[src/hdl/mg_bridge_pkg.sv]
/*
 * shared definitions for the memory port bridge
 *   field widths, queue and buffer depths
 *   MIG instruction encoding
 *   command word, write word and buffer status structs
 *   status decode of a buffer fill count
 */
package mg_bridge_pkg;

	// command and data fields
	localparam int INSTR_W     = 3;
	localparam int BL_W        = 6;
	localparam int ADDR_W      = 30;	// byte address
	localparam int DATA_W      = 32;
	localparam int MASK_W      = 4;	// one bit per byte

	// command queue
	localparam int CMD_PTR_W   = 3;	// top bit flags full
	localparam int CMD_DEPTH   = 4;
	localparam int CMD_ADDR_W  = $clog2(CMD_DEPTH);

	// write and read buffers
	localparam int BUFF_PTR_W  = 7;
	localparam int BUFF_DEPTH  = 64;
	localparam int BUFF_ADDR_W = $clog2(BUFF_DEPTH);

	// MIG user port instruction codes
	typedef enum logic [INSTR_W-1:0] {
		INSTR_WR    = 3'b000,
		INSTR_RD    = 3'b001,
		INSTR_WR_AP = 3'b010,	// write, auto precharge
		INSTR_RD_AP = 3'b011,	// read, auto precharge
		INSTR_REF   = 3'b100
	} cmd_instr_t;

	typedef struct packed {
		cmd_instr_t              instr;
		logic [BL_W-1:0]   bl;
		logic [ADDR_W-1:0] byte_addr;
	} cmd_word_t;

	typedef struct packed {
		logic [MASK_W-1:0] mask;
		logic [DATA_W-1:0] data;
	} wr_word_t;

	typedef logic [BUFF_PTR_W-1:0] buff_count_t;

	typedef struct packed {
		buff_count_t count;
		logic        full;
		logic        empty;
		logic        error;
	} buff_status_t;

	// count is pushes minus pops, mod 128
	function automatic buff_status_t buff_status_f(input buff_count_t count);
		buff_status_t s;
		s.count = count;
		s.full  = count[BUFF_PTR_W-1];
		s.empty = (count == '0);
		s.error = count[BUFF_PTR_W-1] & (count[BUFF_PTR_W-2:0] != '0);	// overfill or underrun
		return s;
	endfunction

endpackage

[src/hdl/mg_dp_ram.sv]
/*
 * behavioral dual-port RAM
 *   one write port, one read port with registered output
 */
`timescale 1ns/1ps

module mg_dp_ram #(
	parameter int ADDR_BITS = 6,
	parameter int WIDTH     = 32
) (
	input  logic                 mem_clk,
	input  logic                 we,
	input  logic [ADDR_BITS-1:0] waddr,
	input  logic [WIDTH-1:0]     wdata,
	input  logic [ADDR_BITS-1:0] raddr,
	output logic [WIDTH-1:0]     rdata
);

	logic [WIDTH-1:0] mem [0:(1<<ADDR_BITS)-1];

	always_ff @(posedge mem_clk)
	begin
		if (we)
			mem[waddr] <= wdata;
	end

	// a write to the read address shows one edge later
	always_ff @(posedge mem_clk)
	begin
		rdata <= mem[raddr];
	end

endmodule

[src/hdl/mg_cmd_queue.sv]
/*
 * four-entry command queue
 *   user side push with full and empty flags
 *   memory side held request with acknowledge
 */
`timescale 1ns/1ps

module mg_cmd_queue
	import mg_bridge_pkg::*;
(
	input  logic      mem_clk,
	input  logic      mem_rst_n,
	// user side
	input  logic      cmd_en,
	input  cmd_word_t cmd,
	output logic      cmd_full,
	output logic      cmd_empty,
	// memory side
	output logic      mem_cmd_req,
	output cmd_word_t mem_cmd,
	input  logic      mem_cmd_ack
);

	logic [CMD_PTR_W-1:0]        wr_ptr;
	logic [CMD_PTR_W-1:0]        rd_ptr;
	logic [CMD_PTR_W-1:0]        rd_ptr_next;
	logic [CMD_PTR_W-1:0]        fill;
	logic                        pop;
	logic [$bits(cmd_word_t)-1:0] head_raw;

	// ------------------------------------------------------------
	// pointers and flags
	// ------------------------------------------------------------

	assign pop         = mem_cmd_req & mem_cmd_ack;	// stray ack ignored
	assign rd_ptr_next = rd_ptr + CMD_PTR_W'(pop);

	assign fill      = wr_ptr - rd_ptr;
	assign cmd_full  = fill[CMD_PTR_W-1];	// all four entries taken
	assign cmd_empty = (fill == '0);

	always_ff @(posedge mem_clk or negedge mem_rst_n)
	begin
		if (!mem_rst_n)
		begin
			wr_ptr <= '0;
		end
		else if (cmd_en)
		begin
			wr_ptr <= wr_ptr + 1'b1;
		end
	end

	always_ff @(posedge mem_clk or negedge mem_rst_n)
	begin
		if (!mem_rst_n)
		begin
			rd_ptr <= '0;
		end
		else
		begin
			rd_ptr <= rd_ptr_next;
		end
	end

	// ------------------------------------------------------------
	// memory request
	// ------------------------------------------------------------

	// drops for one cycle after each ack, the next head
	// settles in the RAM output meanwhile
	always_ff @(posedge mem_clk or negedge mem_rst_n)
	begin
		if (!mem_rst_n)
		begin
			mem_cmd_req <= 1'b0;
		end
		else
		begin
			mem_cmd_req <= !cmd_empty & !pop;
		end
	end

	// command store, read side tracks the next head
	mg_dp_ram #(
		.ADDR_BITS (CMD_ADDR_W),
		.WIDTH     ($bits(cmd_word_t))
	) cmd_ram_i (
		.mem_clk (mem_clk),
		.we      (cmd_en),
		.waddr   (wr_ptr[CMD_ADDR_W-1:0]),
		.wdata   (cmd),
		.raddr   (rd_ptr_next[CMD_ADDR_W-1:0]),
		.rdata   (head_raw)
	);

	assign mem_cmd = cmd_word_t'(head_raw);

endmodule

[src/hdl/mg_wr_buff.sv]
/*
 * 64-word write buffer
 *   user push of data with byte mask
 *   show-ahead head toward memory, popped by ack
 *   fill count, full, empty and error status
 */
`timescale 1ns/1ps

module mg_wr_buff
	import mg_bridge_pkg::*;
(
	input  logic         mem_clk,
	input  logic         mem_rst_n,
	input  logic         wr_en,
	input  wr_word_t     wr_word,
	output wr_word_t     mem_wr,
	input  logic         mem_wr_ack,
	output buff_status_t status
);

	buff_count_t push_ptr;
	buff_count_t pop_ptr;
	buff_count_t pop_ptr_next;
	logic [$bits(wr_word_t)-1:0] head_raw;

	// ------------------------------------------------------------
	// pointers
	// ------------------------------------------------------------

	assign pop_ptr_next = pop_ptr + BUFF_PTR_W'(mem_wr_ack);

	always_ff @(posedge mem_clk or negedge mem_rst_n)
	begin
		if (!mem_rst_n)
		begin
			push_ptr <= '0;
			pop_ptr  <= '0;
		end
		else
		begin
			if (wr_en)
				push_ptr <= push_ptr + 1'b1;
			pop_ptr <= pop_ptr_next;	// not gated, underrun shows as error
		end
	end

	assign status = buff_status_f(push_ptr - pop_ptr);

	// ------------------------------------------------------------
	// word store
	// ------------------------------------------------------------

	mg_dp_ram #(
		.ADDR_BITS (BUFF_ADDR_W),
		.WIDTH     ($bits(wr_word_t))
	) wr_ram_i (
		.mem_clk (mem_clk),
		.we      (wr_en),
		.waddr   (push_ptr[BUFF_ADDR_W-1:0]),
		.wdata   (wr_word),
		.raddr   (pop_ptr_next[BUFF_ADDR_W-1:0]),	// next head, one edge ahead
		.rdata   (head_raw)
	);

	assign mem_wr = wr_word_t'(head_raw);

endmodule

[src/hdl/mg_rd_buff.sv]
/*
 * 64-word read buffer
 *   memory push of read data
 *   show-ahead head toward the user port, popped by rd_en
 *   fill count, full, empty and error status
 */
`timescale 1ns/1ps

module mg_rd_buff
	import mg_bridge_pkg::*;
(
	input  logic              mem_clk,
	input  logic              mem_rst_n,
	input  logic              mem_rd_req,
	input  logic [DATA_W-1:0] mem_rd_data,
	input  logic              rd_en,
	output logic [DATA_W-1:0] rd_data,
	output buff_status_t      status
);

	buff_count_t push_ptr;
	buff_count_t pop_ptr;
	buff_count_t pop_ptr_next;

	// ------------------------------------------------------------
	// pointers
	// ------------------------------------------------------------

	assign pop_ptr_next = pop_ptr + BUFF_PTR_W'(rd_en);

	always_ff @(posedge mem_clk or negedge mem_rst_n)
	begin
		if (!mem_rst_n)
		begin
			push_ptr <= '0;
			pop_ptr  <= '0;
		end
		else
		begin
			if (mem_rd_req)
				push_ptr <= push_ptr + 1'b1;	// one word per request cycle
			pop_ptr <= pop_ptr_next;
		end
	end

	// wraps past 64 on overflow, error flags it
	assign status = buff_status_f(push_ptr - pop_ptr);

	// ------------------------------------------------------------
	// word store
	// ------------------------------------------------------------

	mg_dp_ram #(
		.ADDR_BITS (BUFF_ADDR_W),
		.WIDTH     (DATA_W)
	) rd_ram_i (
		.mem_clk (mem_clk),
		.we      (mem_rd_req),
		.waddr   (push_ptr[BUFF_ADDR_W-1:0]),
		.wdata   (mem_rd_data),
		.raddr   (pop_ptr_next[BUFF_ADDR_W-1:0]),
		.rdata   (rd_data)
	);

endmodule

[src/hdl/mg_port_bridge.sv]
/*
 * memory port bridge top level
 *   command queue, write buffer and read buffer
 *   MIG-style user port on one side, memory requests on the other
 */
`timescale 1ns/1ps

module mg_port_bridge
	import mg_bridge_pkg::*;
(
	input  logic              mem_clk,
	input  logic              mem_rst_n,

	// user command port
	input  logic              cmd_en,
	input  cmd_word_t         cmd,
	output logic              cmd_full,
	output logic              cmd_empty,

	// user write and read ports
	input  logic              wr_en,
	input  wr_word_t          wr_word,
	input  logic              rd_en,
	output logic [DATA_W-1:0] rd_data,
	output buff_status_t      wr_status,
	output buff_status_t      rd_status,

	// memory side
	output logic              mem_cmd_req,
	output cmd_word_t         mem_cmd,
	input  logic              mem_cmd_ack,
	output wr_word_t          mem_wr,
	input  logic              mem_wr_ack,
	input  logic              mem_rd_req,
	input  logic [DATA_W-1:0] mem_rd_data
);

	// ------------------------------------------------------------
	// command path
	// ------------------------------------------------------------

	mg_cmd_queue cmd_queue_i (
		.mem_clk     (mem_clk),
		.mem_rst_n   (mem_rst_n),
		.cmd_en      (cmd_en),
		.cmd         (cmd),
		.cmd_full    (cmd_full),
		.cmd_empty   (cmd_empty),
		.mem_cmd_req (mem_cmd_req),
		.mem_cmd     (mem_cmd),
		.mem_cmd_ack (mem_cmd_ack)
	);

	// ------------------------------------------------------------
	// data paths
	// ------------------------------------------------------------

	mg_wr_buff wr_buff_i (
		.mem_clk    (mem_clk),
		.mem_rst_n  (mem_rst_n),
		.wr_en      (wr_en),
		.wr_word    (wr_word),
		.mem_wr     (mem_wr),
		.mem_wr_ack (mem_wr_ack),
		.status     (wr_status)
	);

	mg_rd_buff rd_buff_i (
		.mem_clk     (mem_clk),
		.mem_rst_n   (mem_rst_n),
		.mem_rd_req  (mem_rd_req),
		.mem_rd_data (mem_rd_data),
		.rd_en       (rd_en),
		.rd_data     (rd_data),
		.status      (rd_status)
	);

endmodule

[config.mk]
export PLATFORM = sky130hd
export DESIGN_NAME = mg_port_bridge
export DESIGN_NICKNAME = d
export VERILOG_FILES = /design/src/hdl/mg_bridge_pkg.sv /design/src/hdl/mg_dp_ram.sv /design/src/hdl/mg_cmd_queue.sv /design/src/hdl/mg_wr_buff.sv /design/src/hdl/mg_rd_buff.sv /design/src/hdl/mg_port_bridge.sv
export SDC_FILE = /design/constraint.sdc
export NUM_CORES = 2
export LEC_CHECK = 0
export BUFFER_PORTS_ARGS = -buffer_cell sky130_fd_sc_hd__buf_2
export CAP_MARGIN = 20
export CORE_ASPECT_RATIO = 0.9
export CORE_MARGIN = 1.5
export CORE_UTILIZATION = 33
export CTS_CLUSTER_DIAMETER = 200
export DETAILED_ROUTE_END_ITERATION = 16
export PLACE_DENSITY = 0.52
export REMOVE_ABC_BUFFERS = 1
export SETUP_SLACK_MARGIN = 0.02
export SLEW_MARGIN = 20
export SYNTH_ARGS = -nofsm -noshare
export SYNTH_HDL_FRONTEND = slang
export SYNTH_MEMORY_MAX_BITS = 65536
export SYNTH_SLANG_ARGS = --single-unit
export TNS_END_PERCENT = 1
[constraint.sdc]
create_clock -name mem_clk -period 9.1 [get_ports mem_clk]
set_input_delay 1.82 -clock mem_clk [delete_from_list [all_inputs] [get_ports mem_clk]]
set_output_delay 1.82 -clock mem_clk [all_outputs]
set_load 0.01 [all_outputs]
# [Word level (Yosys, flattened, before mapping)]
# Memory sizes are Yosys's and may differ from the RTL's. A register that Yosys moved wholly into a read port is not among the register bits.
# Index checks and enable logic that the tools add are counted.
[totals] regBits=35 mem_bits_rw=4508 inputBits=115 n_memories=3
[mem_list] name="wr_buff_i.wr_ram_i.mem" words=64 width=36 rd=1 rd_ports_with_merged_regs=1 write_ports=1 line_no="mg_dp_ram.sv:19" source="logic [WIDTH-1:0] mem [0:(1<<ADDR_BITS)-1];"
[mem_list] name="rd_buff_i.rd_ram_i.mem" words=64 width=32 rd=1 rd_ports_with_merged_regs=1 write_ports=1 line_no="mg_dp_ram.sv:19"
[mem_list] name="cmd_queue_i.cmd_ram_i.mem" words=4 width=39 rd=1 rd_ports_with_merged_regs=1 write_ports=1 line_no="mg_dp_ram.sv:19"
[op_classes] reduce_logical=7 n_addsub=9 muxes=6 bitwise_logic=4
[op_table] op="$add 7x1->7" n=2
[op_table] op="$add 7x1->7 const B" n=2
[op_table] op="$logic_not 7->1" n=2
[op_table] op="$sub 7x7->7" n=2
[op_table] op="$reduce_bool 6->1" n=2
[op_table] op="$mux 1" n=6
[op_table] op="$and 1x1->1" n=4
[op_table] op="$add 3x1->3" n=1
[op_table] op="$add 3x1->3 const B" n=1
[op_table] op="$logic_not 3->1" n=1
[op_table] op="$sub 3x3->3" n=1
[op_table] op="$logic_not 1->1" n=2

# [Longest topological paths before layout]
[depth] depth_word=4 depth_mapped=13 mapped_depth_nobuf=10

# [Modules after synthesis]
# A second synthesis with hierarchy kept.
[unflattened] hier_cells=7553 area_unflattened_um2=175061.6
[modules_own_cells] module="mg_dp_ram at wr_buff_i.wr_ram_i" cells_each=3780 n_inst=1 area_each_um2=87973.1 seq_area_each_um2=69907.0
[modules_own_cells] module="mg_dp_ram at rd_buff_i.rd_ram_i" cells_each=3324 n_inst=1 area_each_um2=78515.3 seq_area_each_um2=62139.6
[modules_own_cells] module="mg_dp_ram at cmd_queue_i.cmd_ram_i" cells_each=246 n_inst=1 area_each_um2=6429.9 seq_area_each_um2=5465.2
[modules_own_cells] module="mg_rd_buff" cells_each=89 n_inst=1 area_each_um2=904.6 seq_area_each_um2=350.3
[modules_own_cells] module="mg_wr_buff" cells_each=89 n_inst=1 area_each_um2=898.4 seq_area_each_um2=350.3
[modules_own_cells] module="mg_cmd_queue" cells_each=25 n_inst=1 area_each_um2=340.3 seq_area_each_um2=175.2

# [Least setup slack after synthesis]
# Ideal clock, no wire load.
[synth_timing] kind="input to register" start="input port wr_en" end="memory wr_buff_i.wr_ram_i.mem[32][0] (netlist name), enable pin" path_buffers=1 arrival_time_ps=4970 required_ps=8626 setup_time_ps=474 path_slack_ps=3656 cell_stages=4 path_cell_list="clkbuf_1 > nor3b_1 > nand2_1 > nor3_1"
[synth_between] elab_chain_cells=2
[synth_lines] item="start: declaration" line_no="mg_port_bridge.sv:21" source="input logic wr_en,"
[synth_lines] item="$mux 1" line_no="mg_dp_ram.sv:23" source="if (we)"
[synth_lines] item="$mux 1 (not written as such)" line_no="mg_dp_ram.sv:24" source="mem[waddr] <= wdata;"
[synth_lines] item="end: declaration" line_no="mg_dp_ram.sv:19"
# Every way passes these cells.

==> run metrics <==
Total Routing Usage GR 17.3%; Critical Path Source Type flop; Max Fclk 168 MHz; H-tree levels 5; Tightest Hold Check Type reg -> reg; Cell Chain, Critical Path inv_1 -> ha_1 -> inv_1 -> fa_1 -> a21o_1 -> a21oi_1 -> xnor2_1 -> nor2_1 -> or4b_2 -> o21a_1 -> buf_2; Ys Warns 0; Synth Flop Type edfxtp_1; Sw Ratio 32.6%; Pwr Density 329 mW/mm²; Hold Buf Count CTS 0; WHS 487 ps; register area share after synthesis 78.7%; Max IR drop VDD 0.374 mV; Synth Area per Inst 22.3 µm²; Async SR Flop Fraction 0.753%; Mapped Cells 7878; met1 Use GR 24.9%; Layout Utilization 38.1%; Max Slew Vio Count 0; first-pass GRT wire length 665 mm; sequential share of power 38.0%; global placement routability congestion 0.767; hold path cells 1; die area 0.537 mm²; first drt pass iteration count 6; CP endpoint kind output pin; slowest CP cell or4b_2; clk sinks 4650; grt met2 use 27.9%; Final setup viols 0; Max Cap Violations 0; Psw 21.7 mW; Worst EP required 7280 ps; CORE AREA 0.531 mm²; total gr overflow 0; placed instance area 0.187 mm²; remaining antenna violation count 0; Starting DRT DRC Count 8517; DR vias 84.3k; DRC 0; TritonCTS clock tree yes; routed vias/inst 5.32; Comb power frac 33.5%; clock share of power 28.5%; number of enable flip-flop cells after synthesis 4508; share of layout cells above drive strength 1 28.6%; worst rel slew slack 21.1%; Rows 254; routing usage on met3 2.47%; Root Buffer Master clkbuf_16; final instance area 0.202 mm²; most frequent CP cell inv_1; min cycle time layout 5960 ps; antenna violations before repair 27; Placed Instances 15.0k; Nets 8544; Initial Util 33.1%; Die X 772 µm; input/output buffers 244; Leak Pwr 62.8 nW; skew final 129 ps; crit path kind reg -> out; Die H 695 µm; clock-pin slew on the worst setup and hold paths 60 ps; Post-CTS Resized 0; Yosys reg bits 4650; Tcrit/Tclk final 65.5%; Post-CTS Setup Inserts 0; vias in the first global route 86.3k; TNS Setup 0 ps; global route hottest layer met2; Final Hold Fails 0; post-DP HPWL 253 mm; status completed; latest clock arrival within the worst-skew pair 1030 ps; largest net degree at the start of global routing 155; CP peak stage delay 610 ps; Layout Area Growth over Synthesis 15.1%; CP max FO 14; Worst Path Arrival 4140 ps; I/O pin count 245; internal power consumption 44.9 mW; detailed-route wire length 475 mm; worst-margin pin slew 1180 ps; unrepaired setup endpoints after global routing false; clock buffer depth 4; Post-Layout Cell Count 15.9k; Mapped Area 0.176 mm²; Num CTS Buffers 469; number of distinct library cells after synthesis 52; R2R depth 11; post-DR wirelength/cell 30.0 µm
## sequential cells by signal, indices dropped and copies added, names as in the netlist
| name | count |
|---|---|
| wr_buff_i.wr_ram_i.rdata | 36 |
| wr_buff_i.push_ptr | 7 |
| cmd_queue_i.cmd_ram_i.mem | 156 |
| cmd_queue_i.cmd_ram_i.rdata | 39 |
| rd_buff_i.push_ptr | 7 |
| rd_buff_i.rd_ram_i.mem | 2048 |
| cmd_queue_i.rd_ptr | 3 |
| rd_buff_i.pop_ptr | 7 |
| rd_buff_i.rd_ram_i.rdata | 32 |
| wr_buff_i.wr_ram_i.mem | 2304 |
| cmd_queue_i.mem_cmd_req | 1 |
| wr_buff_i.pop_ptr | 7 |
| cmd_queue_i.wr_ptr | 3 |
## final timing paths
check                           slack (ps)                      endpoint             startpoint
worst max-delay path                  3140                  wr_status[0]  wr_buff_i.push_ptr[0]
worst min-delay path                   490         cmd_queue_i.wr_ptr[2]  cmd_queue_i.wr_ptr[2]
worst max register to register        4810  wr_buff_i.wr_ram_i.rdata[19]   wr_buff_i.pop_ptr[0]
worst min register to register         490         cmd_queue_i.wr_ptr[2]  cmd_queue_i.wr_ptr[2]
max in group asynchronous             7570         cmd_queue_i.rd_ptr[1]              mem_rst_n
min in group asynchronous              870         rd_buff_i.push_ptr[4]              mem_rst_n
## per-layer routing
layer	vias to the layer above	routed length, µm
li1	34040	-
met1	46661	207000
met2	2982	227000
met3	583	30100
met4	10	10400
met5	-	50
## power by group through the flow
stage               Combinational [mW]  Clock [mW]  Sequential, mW
floorplan                         15.2           0            25.6
global placement                  22.7           0            25.7
detailed placement                22.8           0            25.8
CTS                               22.8        19.5            25.3
global route                      23.7        20.2            25.4
finish                            22.3        19.0            25.3
## per-stage QoR
step | power, mW | worst slack [ps]
after floorplan | 40.7 | -18840
after global placement | 48.4 | 3170
after global routing | 69.3 | 2880
after detailed placement | 48.5 | 3160
final | 66.6 | 3140
after CTS | 67.6 | 3030
## cell usage in the layout, fill, tap and decap left out, drive strengths merged, types with 3 or more instances in the layout
master	count
edfxtp	4508
mux4	1204
nand2	650
clkbuf	607
buf	477
nand3	235
clkinv	204
nor2	137
dfxtp	107
nand4	71
mux2i	67
a21oi	51
o21ai	50
a32oi	45
o22ai	44
inv	39
bufinv	36
dfrtp	35
and3	26
ha	25
a31oi	24
xnor2	24
a211oi	22
o211ai	21
xor2	13
clkinvlp	13
nor3	12
diode	10
nor2b	10
and2	9
a21o	8
fa	3
nor3b	3
## cell type report
cell class	instances	area, µm²
inverters	27	114
well taps	7040	8810
clock inverters	265	2610
clock buffers	607	12500
fillers	47291	329000
repair buffers	477	3360
diodes	10	25.0
multi-input cells	2776	36500
flip-flops and latches	4650	138000
## cell families (layout without fill, tap and decap cells)
kind of cell,Yosys count,count (layout),share of synthesized area [%]
flops,4650,4650,78.7
mux,1273,1273,15.8
simple gates,1166,1166,2.87
buf+inv,452,1376,1.19
compound gates,272,272,1.00
xor+xnor,37,37,0.201
fa+ha+maj,28,28,0.212
other cells,0,10,0
## worst max-delay path, delay by kind of cell, from the launching register on
| family | cells | cell delay (ps) |
|---|---|---|
| AO/OA/AOI/OAI | 3 | 570 |
| XOR/XNOR | 1 | 190 |
| adder cells (fa/ha/maj) | 2 | 580 |
| buffers and inverters | 3 | 470 |
| flip-flops | 1 | 570 |
| AND/OR/NAND/NOR | 2 | 730 |
## cells in the mapped netlist, types with 4 or more instances
cell      number  share of area (%)
o21ai_0       45               0.13
xor2_1        13              0.065
mux4_2      1204                 15
o211ai_1      21              0.090
nor2_1       136               0.29
buf_1         23              0.049
nand3_1      235               0.67
a211oi_1      22              0.094
nand4_1       71               0.25
clkbuf_1     225               0.48
inv_1         23              0.049
nor2b_1       10              0.036
nor3_1        12              0.034
a21o_1         8              0.034
a31oi_1       24              0.085
and3_1        26              0.093
and2_1         8              0.028
ha_1          25               0.18
o22ai_1       44               0.16
buf_4         35               0.15
mux2i_1       67               0.38
dfxtp_1      107                1.2
xnor2_2        4              0.037
dfrtp_1       35               0.50
xnor2_1       20               0.10
edfxtp_1    4508                 77
a21oi_1       51               0.15
nand2_1      649                1.4
o21ai_1        5              0.014
buf_2        128               0.36
a32oi_1       45               0.22
buf_6         13              0.083
(Power assumes the default switching activity.)
